### config.mk
export PLATFORM = sky130hd
export DESIGN_NAME = hazardTop
export DESIGN_NICKNAME = d
export VERILOG_FILES = /design/src/hazardPkg.sv /design/src/stageTracker.sv /design/src/hazardDetect.sv /design/src/pipelineControl.sv /design/src/cp0Status.sv /design/src/mduBusyTimer.sv /design/src/hazardTop.sv
export SDC_FILE = /design/constraint.sdc
export NUM_CORES = 1
export LEC_CHECK = 0
export BUFFER_PORTS_ARGS = -buffer_cell sky130_fd_sc_hd__buf_2
export CORE_ASPECT_RATIO = 1.4
export CORE_MARGIN = 5
export CORE_UTILIZATION = 53
export DETAILED_ROUTE_END_ITERATION = 16
export GPL_ROUTABILITY_DRIVEN = 0
export PLACE_DENSITY = 0.95
export SLEW_MARGIN = 5
export SYNTH_ARGS = -nofsm -noshare
export SYNTH_HDL_FRONTEND = slang
export SYNTH_SLANG_ARGS = --single-unit
### constraint.sdc
create_clock -name clk -period 2.9 [get_ports clk]
set_input_delay 0.29 -clock clk [delete_from_list [all_inputs] [get_ports clk]]
set_output_delay 0.29 -clock clk [all_outputs]
set_load 0.02 [all_outputs]
### src/hazardPkg.sv
/*
 * Hazard control package
 * Field widths, the stage count, the decoded instruction class and
 * the exception-level operation shared by the hazard and stall logic
 */

package hazardPkg;

    // Five-stage core, F D E M W
    parameter int numStages = 5;
    // Records kept for the stages after D
    parameter int trackDepth = numStages - 2;

    // Register file address
    parameter int regAddrW = 5;
    // Tuse / Tnew, 0..3 cycles
    parameter int tW = 2;
    // External interrupt lines
    parameter int intW = 6;
    // MDU latency counter, up to 31 cycles
    parameter int mdCntW = 5;

    // Instruction class of the instruction in D
    typedef enum logic [2:0] {
        icAlu,
        icLoad,
        icStore,
        icBranch,
        icMul,
        icDiv,
        icMdMove,
        icEret
    } instrClassE;

    // Change of exception level requested this cycle
    typedef enum logic [1:0] {
        exlNone,
        exlEnter,
        exlLeave
    } exlOpE;

    // True for anything that touches the multiply/divide unit
    function automatic logic mdClass(input instrClassE cls);
        return (cls == icMul) || (cls == icDiv) || (cls == icMdMove);
    endfunction

endpackage

### src/stageTracker.sv
/*
 * Stage tracker
 * Keeps the pending register write of E, M and W: write enable,
 * destination and remaining Tnew. Records age by one as they move on,
 * stalled stages hold, cleared stages load a bubble
 */

`timescale 1ns/1ps

module stageTracker import hazardPkg::*; (
    input  logic                clk,
    input  logic                rst,
    // Record leaving D
    input  logic                regWEnD,
    input  logic [regAddrW-1:0] regWAddrD,
    input  logic [tW-1:0]       tnewD,
    // Per-stage control from the pipeline controller
    input  logic                stallE,
    input  logic                stallM,
    input  logic                stallW,
    input  logic                clearE,
    input  logic                clearM,
    input  logic                clearW,
    // Tracked records
    output logic                regWEnE,
    output logic [regAddrW-1:0] regWAddrE,
    output logic [tW-1:0]       tnewE,
    output logic                regWEnM,
    output logic [regAddrW-1:0] regWAddrM,
    output logic [tW-1:0]       tnewM,
    output logic                regWEnW,
    output logic [regAddrW-1:0] regWAddrW,
    output logic [tW-1:0]       tnewW
);

    // Index 0 is E, 1 is M, 2 is W
    logic [trackDepth-1:0] stallQ;
    logic [trackDepth-1:0] clearQ;
    logic [trackDepth-1:0] wEnQ;
    logic [regAddrW-1:0]   wAddrQ [trackDepth];
    logic [tW-1:0]         tNewQ  [trackDepth];

    // Record offered to each stage at the next edge
    logic [trackDepth-1:0] wEnIn;
    logic [regAddrW-1:0]   wAddrIn [trackDepth];
    logic [tW-1:0]         tNewIn  [trackDepth];

    assign stallQ = {stallW, stallM, stallE};
    assign clearQ = {clearW, clearM, clearE};

    always_comb begin
        // D record enters E unchanged
        wEnIn[0]   = regWEnD;
        wAddrIn[0] = regWAddrD;
        tNewIn[0]  = tnewD;
        // Later stages take the previous one, one cycle closer to ready
        for (int i = 1; i < trackDepth; i++) begin
            wEnIn[i]   = wEnQ[i-1];
            wAddrIn[i] = wAddrQ[i-1];
            tNewIn[i]  = (tNewQ[i-1] != '0) ? tNewQ[i-1] - 1'b1 : '0;
        end
    end

    // Write enable is the valid bit of a record
    always_ff @(posedge clk) begin
        for (int i = 0; i < trackDepth; i++) begin
            if (rst || clearQ[i]) begin
                wEnQ[i] <= 1'b0;
            end else if (!stallQ[i]) begin
                wEnQ[i] <= wEnIn[i];
            end
        end
    end

    // Payload only matters while the enable is set
    always_ff @(posedge clk) begin
        for (int i = 0; i < trackDepth; i++) begin
            if (!stallQ[i]) begin
                wAddrQ[i] <= wAddrIn[i];
                tNewQ[i]  <= tNewIn[i];
            end
        end
    end

    assign regWEnE   = wEnQ[0];
    assign regWAddrE = wAddrQ[0];
    assign tnewE     = tNewQ[0];
    assign regWEnM   = wEnQ[1];
    assign regWAddrM = wAddrQ[1];
    assign tnewM     = tNewQ[1];
    assign regWEnW   = wEnQ[2];
    assign regWAddrW = wAddrQ[2];
    assign tnewW     = tNewQ[2];

    // A flushed stage must not show up as a writer to the hazard check
    for (genvar g = 0; g < trackDepth; g++) begin : gClearChk
        assert property (@(posedge clk) disable iff (rst) clearQ[g] |=> !wEnQ[g])
            else $error("stage %0d reports a write after clear", g);
    end

endmodule

### src/hazardDetect.sv
/*
 * Hazard detector
 * Compares the D-stage sources and their Tuse against the writes
 * pending in E and M, and flags an MDU access while the MDU is busy
 */

`timescale 1ns/1ps

module hazardDetect import hazardPkg::*; (
    // Instruction in D
    input  instrClassE          classD,
    input  logic                useRsD,
    input  logic                useRtD,
    input  logic [regAddrW-1:0] addrRsD,
    input  logic [regAddrW-1:0] addrRtD,
    input  logic [tW-1:0]       tuseRsD,
    input  logic [tW-1:0]       tuseRtD,
    // Pending writes
    input  logic                regWEnE,
    input  logic [regAddrW-1:0] regWAddrE,
    input  logic [tW-1:0]       tnewE,
    input  logic                regWEnM,
    input  logic [regAddrW-1:0] regWAddrM,
    input  logic [tW-1:0]       tnewM,
    // MDU state
    input  logic                busyMd,
    output logic                waitReg,
    output logic                waitMd
);

    logic waitRs;
    logic waitRt;

    // One source against E and M; the value is late if Tnew exceeds Tuse
    function automatic logic srcWait(
        input logic                srcUsed,
        input logic [regAddrW-1:0] addr,
        input logic [tW-1:0]       tuse
    );
        logic hitE;
        logic hitM;
        hitE = regWEnE && (regWAddrE == addr) && (tnewE > tuse);
        hitM = regWEnM && (regWAddrM == addr) && (tnewM > tuse);
        // $0 is hardwired, never a dependency
        return srcUsed && (addr != '0) && (hitE || hitM);
    endfunction

    always_comb begin
        waitRs  = srcWait(useRsD, addrRsD, tuseRsD);
        waitRt  = srcWait(useRtD, addrRtD, tuseRtD);
        waitReg = waitRs || waitRt;
        // Any MDU instruction waits for the previous operation
        waitMd  = busyMd && mdClass(classD);
    end

endmodule

### src/pipelineControl.sv
/*
 * Pipeline controller
 * Fixed-priority encoder from exception-level change, data-side busy,
 * D-stage waits and fetch busy to the PC, MDU and D enables and the
 * per-stage stall and clear lines
 */

`timescale 1ns/1ps

module pipelineControl import hazardPkg::*; (
    input  logic  waitReg,
    input  logic  waitMd,
    input  logic  busyI,
    input  logic  busyD,
    input  exlOpE exlOp,
    output logic  enPc,
    output logic  enMd,
    output logic  enD,
    output logic  stallD,
    output logic  stallE,
    output logic  stallM,
    output logic  stallW,
    output logic  clearD,
    output logic  clearE,
    output logic  clearM,
    output logic  clearW
);

    // {enPc, enMd, enD, stall D E M W, clear D E M W}
    logic [10:0] ctrlVec;
    logic        exlChange;

    assign exlChange = (exlOp != exlNone);

    always_comb begin
        if (exlChange) begin
            // Redirect the PC, flush everything in flight
            ctrlVec = 11'b100_0000_1111;
        end else if (busyD) begin
            // Data side busy, freeze D through M, bubble into W
            ctrlVec = 11'b011_1110_0001;
        end else if (waitMd || waitReg || busyI) begin
            // Hold F/D, bubble into E
            ctrlVec = 11'b011_1000_0100;
        end else begin
            ctrlVec = 11'b111_0000_0000;
        end
    end

    assign {enPc, enMd, enD, stallD, stallE, stallM, stallW,
            clearD, clearE, clearM, clearW} = ctrlVec;

    // Stall and clear on one stage would contradict each other
    always_comb begin
        assert final (({stallD, stallE, stallM, stallW} &
                        {clearD, clearE, clearM, clearW}) == 4'b0000)
            else $error("stall and clear both set on one stage");
    end

endmodule

### src/cp0Status.sv
/*
 * CP0 status
 * Exception level bit and interrupt mask. Decides exception entry on a
 * request or an unmasked interrupt, and exit on eret in D
 */

`timescale 1ns/1ps

module cp0Status import hazardPkg::*; (
    input  logic            clk,
    input  logic            rst,
    input  logic            excReq,
    input  logic [intW-1:0] intReq,
    // Mask write port
    input  logic            imWe,
    input  logic [intW-1:0] imData,
    input  instrClassE      classD,
    input  logic            enD,
    output exlOpE           exlOp,
    output logic            exlBit
);

    logic [intW-1:0] intMask;
    logic            enterReq;
    logic            leaveReq;

    // Entry only from normal level
    assign enterReq = !exlBit && (excReq || ((intReq & intMask) != '0));

    // Exit on eret while in exception level.
    // enD itself drops whenever an EXL op is active, so it cannot
    // qualify the request here; entry wins instead
    assign leaveReq = exlBit && (classD == icEret) && !enterReq;

    always_comb begin
        if (enterReq) begin
            exlOp = exlEnter;
        end else if (leaveReq) begin
            exlOp = exlLeave;
        end else begin
            exlOp = exlNone;
        end
    end

    // Level follows the op at the next edge
    always_ff @(posedge clk) begin
        if (rst) begin
            exlBit <= 1'b0;
        end else if (exlOp == exlEnter) begin
            exlBit <= 1'b1;
        end else if (exlOp == exlLeave) begin
            exlBit <= 1'b0;
        end
    end

    // All interrupts enabled out of reset
    always_ff @(posedge clk) begin
        if (rst) begin
            intMask <= '1;
        end else if (imWe) begin
            intMask <= imData;
        end
    end

    // Level only moves at the end of a cycle in which the controller flushed D
    assert property (@(posedge clk) disable iff (rst) $changed(exlBit) |-> $past(!enD))
        else $error("exception level changed without a pipeline flush");

endmodule

### src/mduBusyTimer.sv
/*
 * MDU busy timer
 * Models the iterative multiply/divide unit with a down-counter that
 * is loaded when a multiply or divide leaves D
 */

`timescale 1ns/1ps

module mduBusyTimer import hazardPkg::*; #(
    parameter int mulCycles = 5,
    parameter int divCycles = 10
) (
    input  logic       clk,
    input  logic       rst,
    input  instrClassE classD,
    input  logic       enMd,
    input  logic       stallD,
    output logic       busyMd
);

    logic [mdCntW-1:0] mdCnt;
    logic              mdStart;

    // Moves to/from HI/LO do not start an operation
    assign mdStart = mdClass(classD) && (classD != icMdMove) && enMd && !stallD;

    always_ff @(posedge clk) begin
        if (rst) begin
            mdCnt <= '0;
        end else if (mdStart) begin
            // Busy from the next cycle on, for the full latency
            mdCnt <= (classD == icDiv) ? mdCntW'(divCycles) : mdCntW'(mulCycles);
        end else if (mdCnt != '0) begin
            mdCnt <= mdCnt - 1'b1;
        end
    end

    assign busyMd = (mdCnt != '0);

endmodule

### src/hazardTop.sv
/*
 * Hazard and stall control top
 * Stage tracker, hazard detector, MDU timer, CP0 status and the
 * pipeline controller of a five-stage core, wired together
 */

`timescale 1ns/1ps

module hazardTop import hazardPkg::*; #(
    parameter int mulCycles = 5,
    parameter int divCycles = 10
) (
    input  logic                clk,
    input  logic                rst,
    // Decoded D fields
    input  instrClassE          classD,
    input  logic                useRsD,
    input  logic                useRtD,
    input  logic [regAddrW-1:0] addrRsD,
    input  logic [regAddrW-1:0] addrRtD,
    input  logic [tW-1:0]       tuseRsD,
    input  logic [tW-1:0]       tuseRtD,
    input  logic                regWEnD,
    input  logic [regAddrW-1:0] regWAddrD,
    input  logic [tW-1:0]       tnewD,
    // Cache busy levels
    input  logic                busyI,
    input  logic                busyD,
    // Exceptions and interrupts
    input  logic                excReq,
    input  logic [intW-1:0]     intReq,
    input  logic                imWe,
    input  logic [intW-1:0]     imData,
    output logic                enPc,
    output logic                enMd,
    output logic                enD,
    output logic                stallD,
    output logic                stallE,
    output logic                stallM,
    output logic                stallW,
    output logic                clearD,
    output logic                clearE,
    output logic                clearM,
    output logic                clearW,
    output logic                busyMd,
    output logic                exlBit
);

    // Tracker records seen by the hazard check
    logic                regWEnE;
    logic [regAddrW-1:0] regWAddrE;
    logic [tW-1:0]       tnewE;
    logic                regWEnM;
    logic [regAddrW-1:0] regWAddrM;
    logic [tW-1:0]       tnewM;
    // Conditions into the controller
    logic                waitReg;
    logic                waitMd;
    exlOpE               exlOp;

    // W record has no reader here
    stageTracker stageTracker_inst (
        .clk(clk), .rst(rst),
        .regWEnD(regWEnD), .regWAddrD(regWAddrD), .tnewD(tnewD),
        .stallE(stallE), .stallM(stallM), .stallW(stallW),
        .clearE(clearE), .clearM(clearM), .clearW(clearW),
        .regWEnE(regWEnE), .regWAddrE(regWAddrE), .tnewE(tnewE),
        .regWEnM(regWEnM), .regWAddrM(regWAddrM), .tnewM(tnewM),
        .regWEnW(), .regWAddrW(), .tnewW()
    );

    hazardDetect hazardDetect_inst (
        .classD(classD), .useRsD(useRsD), .useRtD(useRtD),
        .addrRsD(addrRsD), .addrRtD(addrRtD),
        .tuseRsD(tuseRsD), .tuseRtD(tuseRtD),
        .regWEnE(regWEnE), .regWAddrE(regWAddrE), .tnewE(tnewE),
        .regWEnM(regWEnM), .regWAddrM(regWAddrM), .tnewM(tnewM),
        .busyMd(busyMd), .waitReg(waitReg), .waitMd(waitMd)
    );

    mduBusyTimer #(
        .mulCycles(mulCycles),
        .divCycles(divCycles)
    ) mduBusyTimer_inst (
        .clk(clk), .rst(rst), .classD(classD),
        .enMd(enMd), .stallD(stallD), .busyMd(busyMd)
    );

    cp0Status cp0Status_inst (
        .clk(clk), .rst(rst), .excReq(excReq), .intReq(intReq),
        .imWe(imWe), .imData(imData), .classD(classD), .enD(enD),
        .exlOp(exlOp), .exlBit(exlBit)
    );

    pipelineControl pipelineControl_inst (
        .waitReg(waitReg), .waitMd(waitMd), .busyI(busyI), .busyD(busyD),
        .exlOp(exlOp), .enPc(enPc), .enMd(enMd), .enD(enD),
        .stallD(stallD), .stallE(stallE), .stallM(stallM), .stallW(stallW),
        .clearD(clearD), .clearE(clearE), .clearM(clearM), .clearW(clearW)
    );

endmodule

Yosys cells after proc, flatten, opt, wreduce, memory -nomap -nowiden. Memories as Yosys holds them, arrays and structs flattened. Cells that the tools add are included.

Register bits after elaboration: 14. RAM bits: 21. Input bits: 45. Output and inout bits: 13. Logic and storage cells: 82. Memories kept: 2.

$add $sub $neg: 3. Order comparisons: 4. Equal/unequal tests: 11. Mux-type cells: 15. Bitwise gates (word level): 1. Reduce and logical (&&, ||, !) cells: 41.

Memory list: stageTracker_inst.wAddrQ (words 3, width 5, rd ports 2, clocked after memory_dff 0, write ports 3, RTL line stageTracker.sv:40) `logic [regAddrW-1:0] wAddrQ [trackDepth];`; stageTracker_inst.tNewQ (words 3, width 2, rd ports 2, clocked after memory_dff 0, write ports 3, RTL line stageTracker.sv:41) `logic [tW-1:0] tNewQ [trackDepth];`.

Operator list (count): 11-bit two-way mux (3); 5-bit equality test (4); 1-bit logical AND (19); 5-bit nonzero test (3); 3-bit equality test, second input constant (4); 1-bit logical OR (10); 5-bit two-way mux (2); 2-bit nonzero test (5); 2-bit greater-than comparator (4); 2-bit two-way mux (4); 6-bit bitwise AND (1); 6-bit nonzero test (1); 1-bit two-way mux (5); 5-bit by 1-bit subtractor with 5-bit output, second input constant (1); 4-bit two-way mux (1); 2-bit by 1-bit subtractor with 2-bit output, second input constant (2); 1-bit zero test (3); 3-bit inequality test, second input constant (1); 2-bit by 1-bit equality test with 1-bit output, second input constant (1); 2-bit equality test, second input constant (1).

Logic depth before layout (Yosys ltp). An unclocked memory read counts as a cell.

Depth after elaboration: 15. Depth in mapped cells: 9. Depth with buffers taken out: 9.

Cells and area by module. From an unflattened synthesis, not the netlist that was laid out.

Cells, all modules: 178. Area total of the unflattened synthesis: 1929.4 um2.

By module, submodules not included: stageTracker (times used 1, cells each 43, area an instance 802.0 um2, sequential area each 690.7 um2); hazardDetect (times used 1, cells each 63, area an instance 450.4 um2, sequential area each 0.0 um2); cp0Status (times used 1, cells each 29, area an instance 306.5 um2, sequential area each 140.1 um2); mduBusyTimer (times used 1, cells each 29, area an instance 277.8 um2, sequential area each 100.1 um2); pipelineControl (times used 1, cells each 14, area an instance 92.6 um2, sequential area each 0.0 um2).

Worst setup path after synthesis. Ideal clock, no wire load.

Path type: reg2out. Start: reg mduBusyTimer_inst.mdCnt[0]. End: out stallD. Arrival: 2101 ps. Data required time: 2610 ps. Slack: 509 ps. Cell stages (with the launch flop): 8. Buffers on the path: 0. Cells stage by stage: dfxtp_1 inv_1 ha_1 nand3b_1 a31oi_1 nand3_2 o21ai_0 inv_1.

Cells in the longest elaborated chain, start to end: 7.

RTL lines: from (decl) (RTL line mduBusyTimer.sv:21) `logic [mdCntW-1:0] mdCnt;`; from (signal assigned) (RTL line mduBusyTimer.sv:32) `mdCnt <= (classD == icDiv) ? mdCntW'(divCycles) : mdCntW'(mulCycles);`; from (signal assigned) (RTL line mduBusyTimer.sv:34) `mdCnt <= mdCnt - 1'b1;`; 5-bit nonzero test (RTL line mduBusyTimer.sv:38) `assign busyMd = (mdCnt != '0);`; via busyMd (RTL line hazardTop.sv:45) `output logic busyMd,`; 1-bit logical AND (RTL line hazardDetect.sv:53) `waitMd = busyMd && mdClass(classD);`; 1-bit logical OR (2 in a row) (RTL line pipelineControl.sv:42) `end else if (waitMd || waitReg || busyI) begin`; 11-bit two-way mux (RTL line pipelineControl.sv:42); 11-bit two-way mux (RTL line pipelineControl.sv:39) `end else if (busyD) begin`; 11-bit two-way mux (RTL line pipelineControl.sv:36) `if (exlChange) begin`; to (decl) (RTL line hazardTop.sv:37) `output logic stallD,`.

The timed path passes the listed nets, and every way through them passes these cells.

==> metrics <==
RSZ-0062 raised after global routing false; synthesized area between 1500 and 2000 sq um; Critical Path End Type output pin; prevailing post-synth register cell edfxtp_1; Tcrit/Tclk final 90.13%; vias in the first global route roughly 1,400; routed vias 1,341; CTS resizes 0; Async S/R FF share, synth 0%; DP Worst Slack 0.5702 ns; Routed Antenna Nets 0; Ant. Diodes 0; sequential-to-total area share from yosys stat 42.30%; final std cells w/o fill between 200 and 300; GRT Residual Overflow 0; area delta synth->final 21.37%; Max-cap violations 0; dpl cells 249; TNS Setup 0 ns; Root Buffer clkbuf_8; Die Y 76.15 um; #FFs+latches synth 28; H-tree levels 1; Worst EP arrival around 2.3 ns; pwr dens about 590 nW/um^2; drt pass-1 iters 4; Core Rows 24; vias per cell 5.300; number of synthesized flops with an enable pin 14; top post-synthesis cells by area edfxtp_1 25%, dfxtp_1 17%, xnor2_1 8.5%, ha_1 7.6%, xor2_1 3.7%; Tmin final 2.614 ns; WP data required 2.61 ns; Netlist cell types 44; CP startpoint kind flip-flop; CTS clk-pin slew, worst paths 0.09 ns; Synth Instances 161; final setup skew 0.001833 ns; wire per inst 14.75 um; Max Freq 382.6 MHz; P_leak 0.9060 nW; clk_lat worst skew 0.27 ns; Final nets 270; first-pass GRT wire length 5.830 mm; final setup margin around 0.29 ns; # port buffers 56; setup bufs post-CTS 0; critical path class reg2out; status finished clean; post-route cell area 2011 sq um; synth warn 0; DP Area 1939 sq um; final WL 3.733 mm; end-of-flow core utilization around 66%; largest net degree at the start of global routing 17; residual DRC count 0; initial antenna violation count 0; die area 4360 sq um; synthesized area per cell 10.29 sq um; CTS tree built; maximum vdd drop roughly 480 uV; share of cells above drive strength 1 around a third; most frequent cells in the layout 56 x buf_2, 16 x xnor2_1, 15 x inv_1; die width 57.25 um; Final Max Slew Viols 0; commonest non-fill, non-tap cell in the layout buf_2; TritonCTS buffer count 3; Synth area leader edfxtp_1; HPWL reported at the end of detailed placement 3.109 mm; # setup viols final 0; crit-path max FO 3; Post-CTS Hold Fix Bufs 0; Num Clock Sinks 28; clock buffer depth 2; 1st-iter DRT viols 37; CORE AREA 3063 sq um; Hold Path Class in2reg; syn_nets 216; I/O pin total 58; Synth top area share between 20% and 30%; Final Hold Fails 0; Starting Density 54.08%; Tot GR Track Use 16.80%
-- kinds of logic after synthesis --
logic type               share of synthesized area (%)
adder cells (fa/ha/maj)                          7.553
other                                           0.2264
AO/OA/AOI/OAI                                    11.78
XOR/XNOR                                         12.16
AND/OR/NAND/NOR                                  17.52
flip-flops                                       42.30
multiplexers                                     1.813
buffers and inverters                            6.646
-- worst paths after layout --
| path | from | endpoint | slack (ns) | depth (start not counted) |
|---|---|---|---|---|
| setup / recovery | stageTracker_inst.tNewQ[0][0] | clearE | 0.29 | 10 |
| setup reg to reg | stageTracker_inst.tNewQ[0][0] | mduBusyTimer_inst.mdCnt[1] | 0.80 | 9 |
| hold reg to reg | mduBusyTimer_inst.mdCnt[4] | mduBusyTimer_inst.mdCnt[4] | 0.47 | 2 |
| hold / removal | regWAddrD[1] | stageTracker_inst.wAddrQ[0][1] | 0.18 | 1 |
-- synthesized netlist by cell type, drive strengths merged, types with 2 or more instances --
cell type   n
xnor2      16
inv        15
dfxtp      14
edfxtp     14
ha         10
nand2      10
nand3       9
a21oi       7
buf         7
xor2        7
a211o       6
nor2b       6
nor2        5
nor4        4
mux2i       3
nand2b      3
a211oi      2
and2        2
nand4       2
nor3        2
o221ai      2
or4         2
-- worst max-delay path, cell delays in order (launching register included) --
cell	delay (ns)
edfxtp_1	0.41
inv_1	0.12
ha_1	0.23
a21boi_0	0.16
nand4_1	0.10
nor4_1	0.33
o221ai_2	0.15
nand3_2	0.11
or2b_1	0.22
nand2_1	0.06
buf_2	0.15
-- metal layers --
metal  part of all wire (%)  wire length (um)  global-route usage (%)
met5                      0                 0                       0
met4                    1.7                63                   6.032
met3                    7.1               265                   3.220
met2                     56              2074                   33.30
met1                     36              1329                   16.29
-- metrics by stage --
stage	power, mW	hold WS (ns)
after floorplan	0.7813	0.3886
after CTS	1.198	0.1805
after global routing	1.259	0.1676
after global placement	0.8717	0.4335
after detailed placement	0.8894	0.4431
final	1.193	0.1835
-- power by group --
part           leakage [nW]  total [mW]  switching [mW]  internal, mW
clock network        0.0357       0.306           0.121         0.185
logic                 0.610       0.383           0.215         0.168
registers             0.260       0.504          0.0355         0.468
-- sequential cells by signal, indices dropped and copies added (netlist names) --
signal and cells:
cp0Status_inst.exlBit 1, stageTracker_inst.wAddrQ 10, mduBusyTimer_inst.mdCnt 5, stageTracker_inst.tNewQ 4, cp0Status_inst.intMask 6, stageTracker_inst.wEnQ 2
-- cell type report --
class                   instances  area (sq um)
inverters                      15         56.30
multi-input cells             110         845.8
repair buffers                 57         287.8
well taps                      39         48.80
clock buffers                   3         41.29
flip-flops and latches         28         700.7
clock inverters                 1         30.03
fillers                       266          1052
Power figures use the tool's default switching activity.
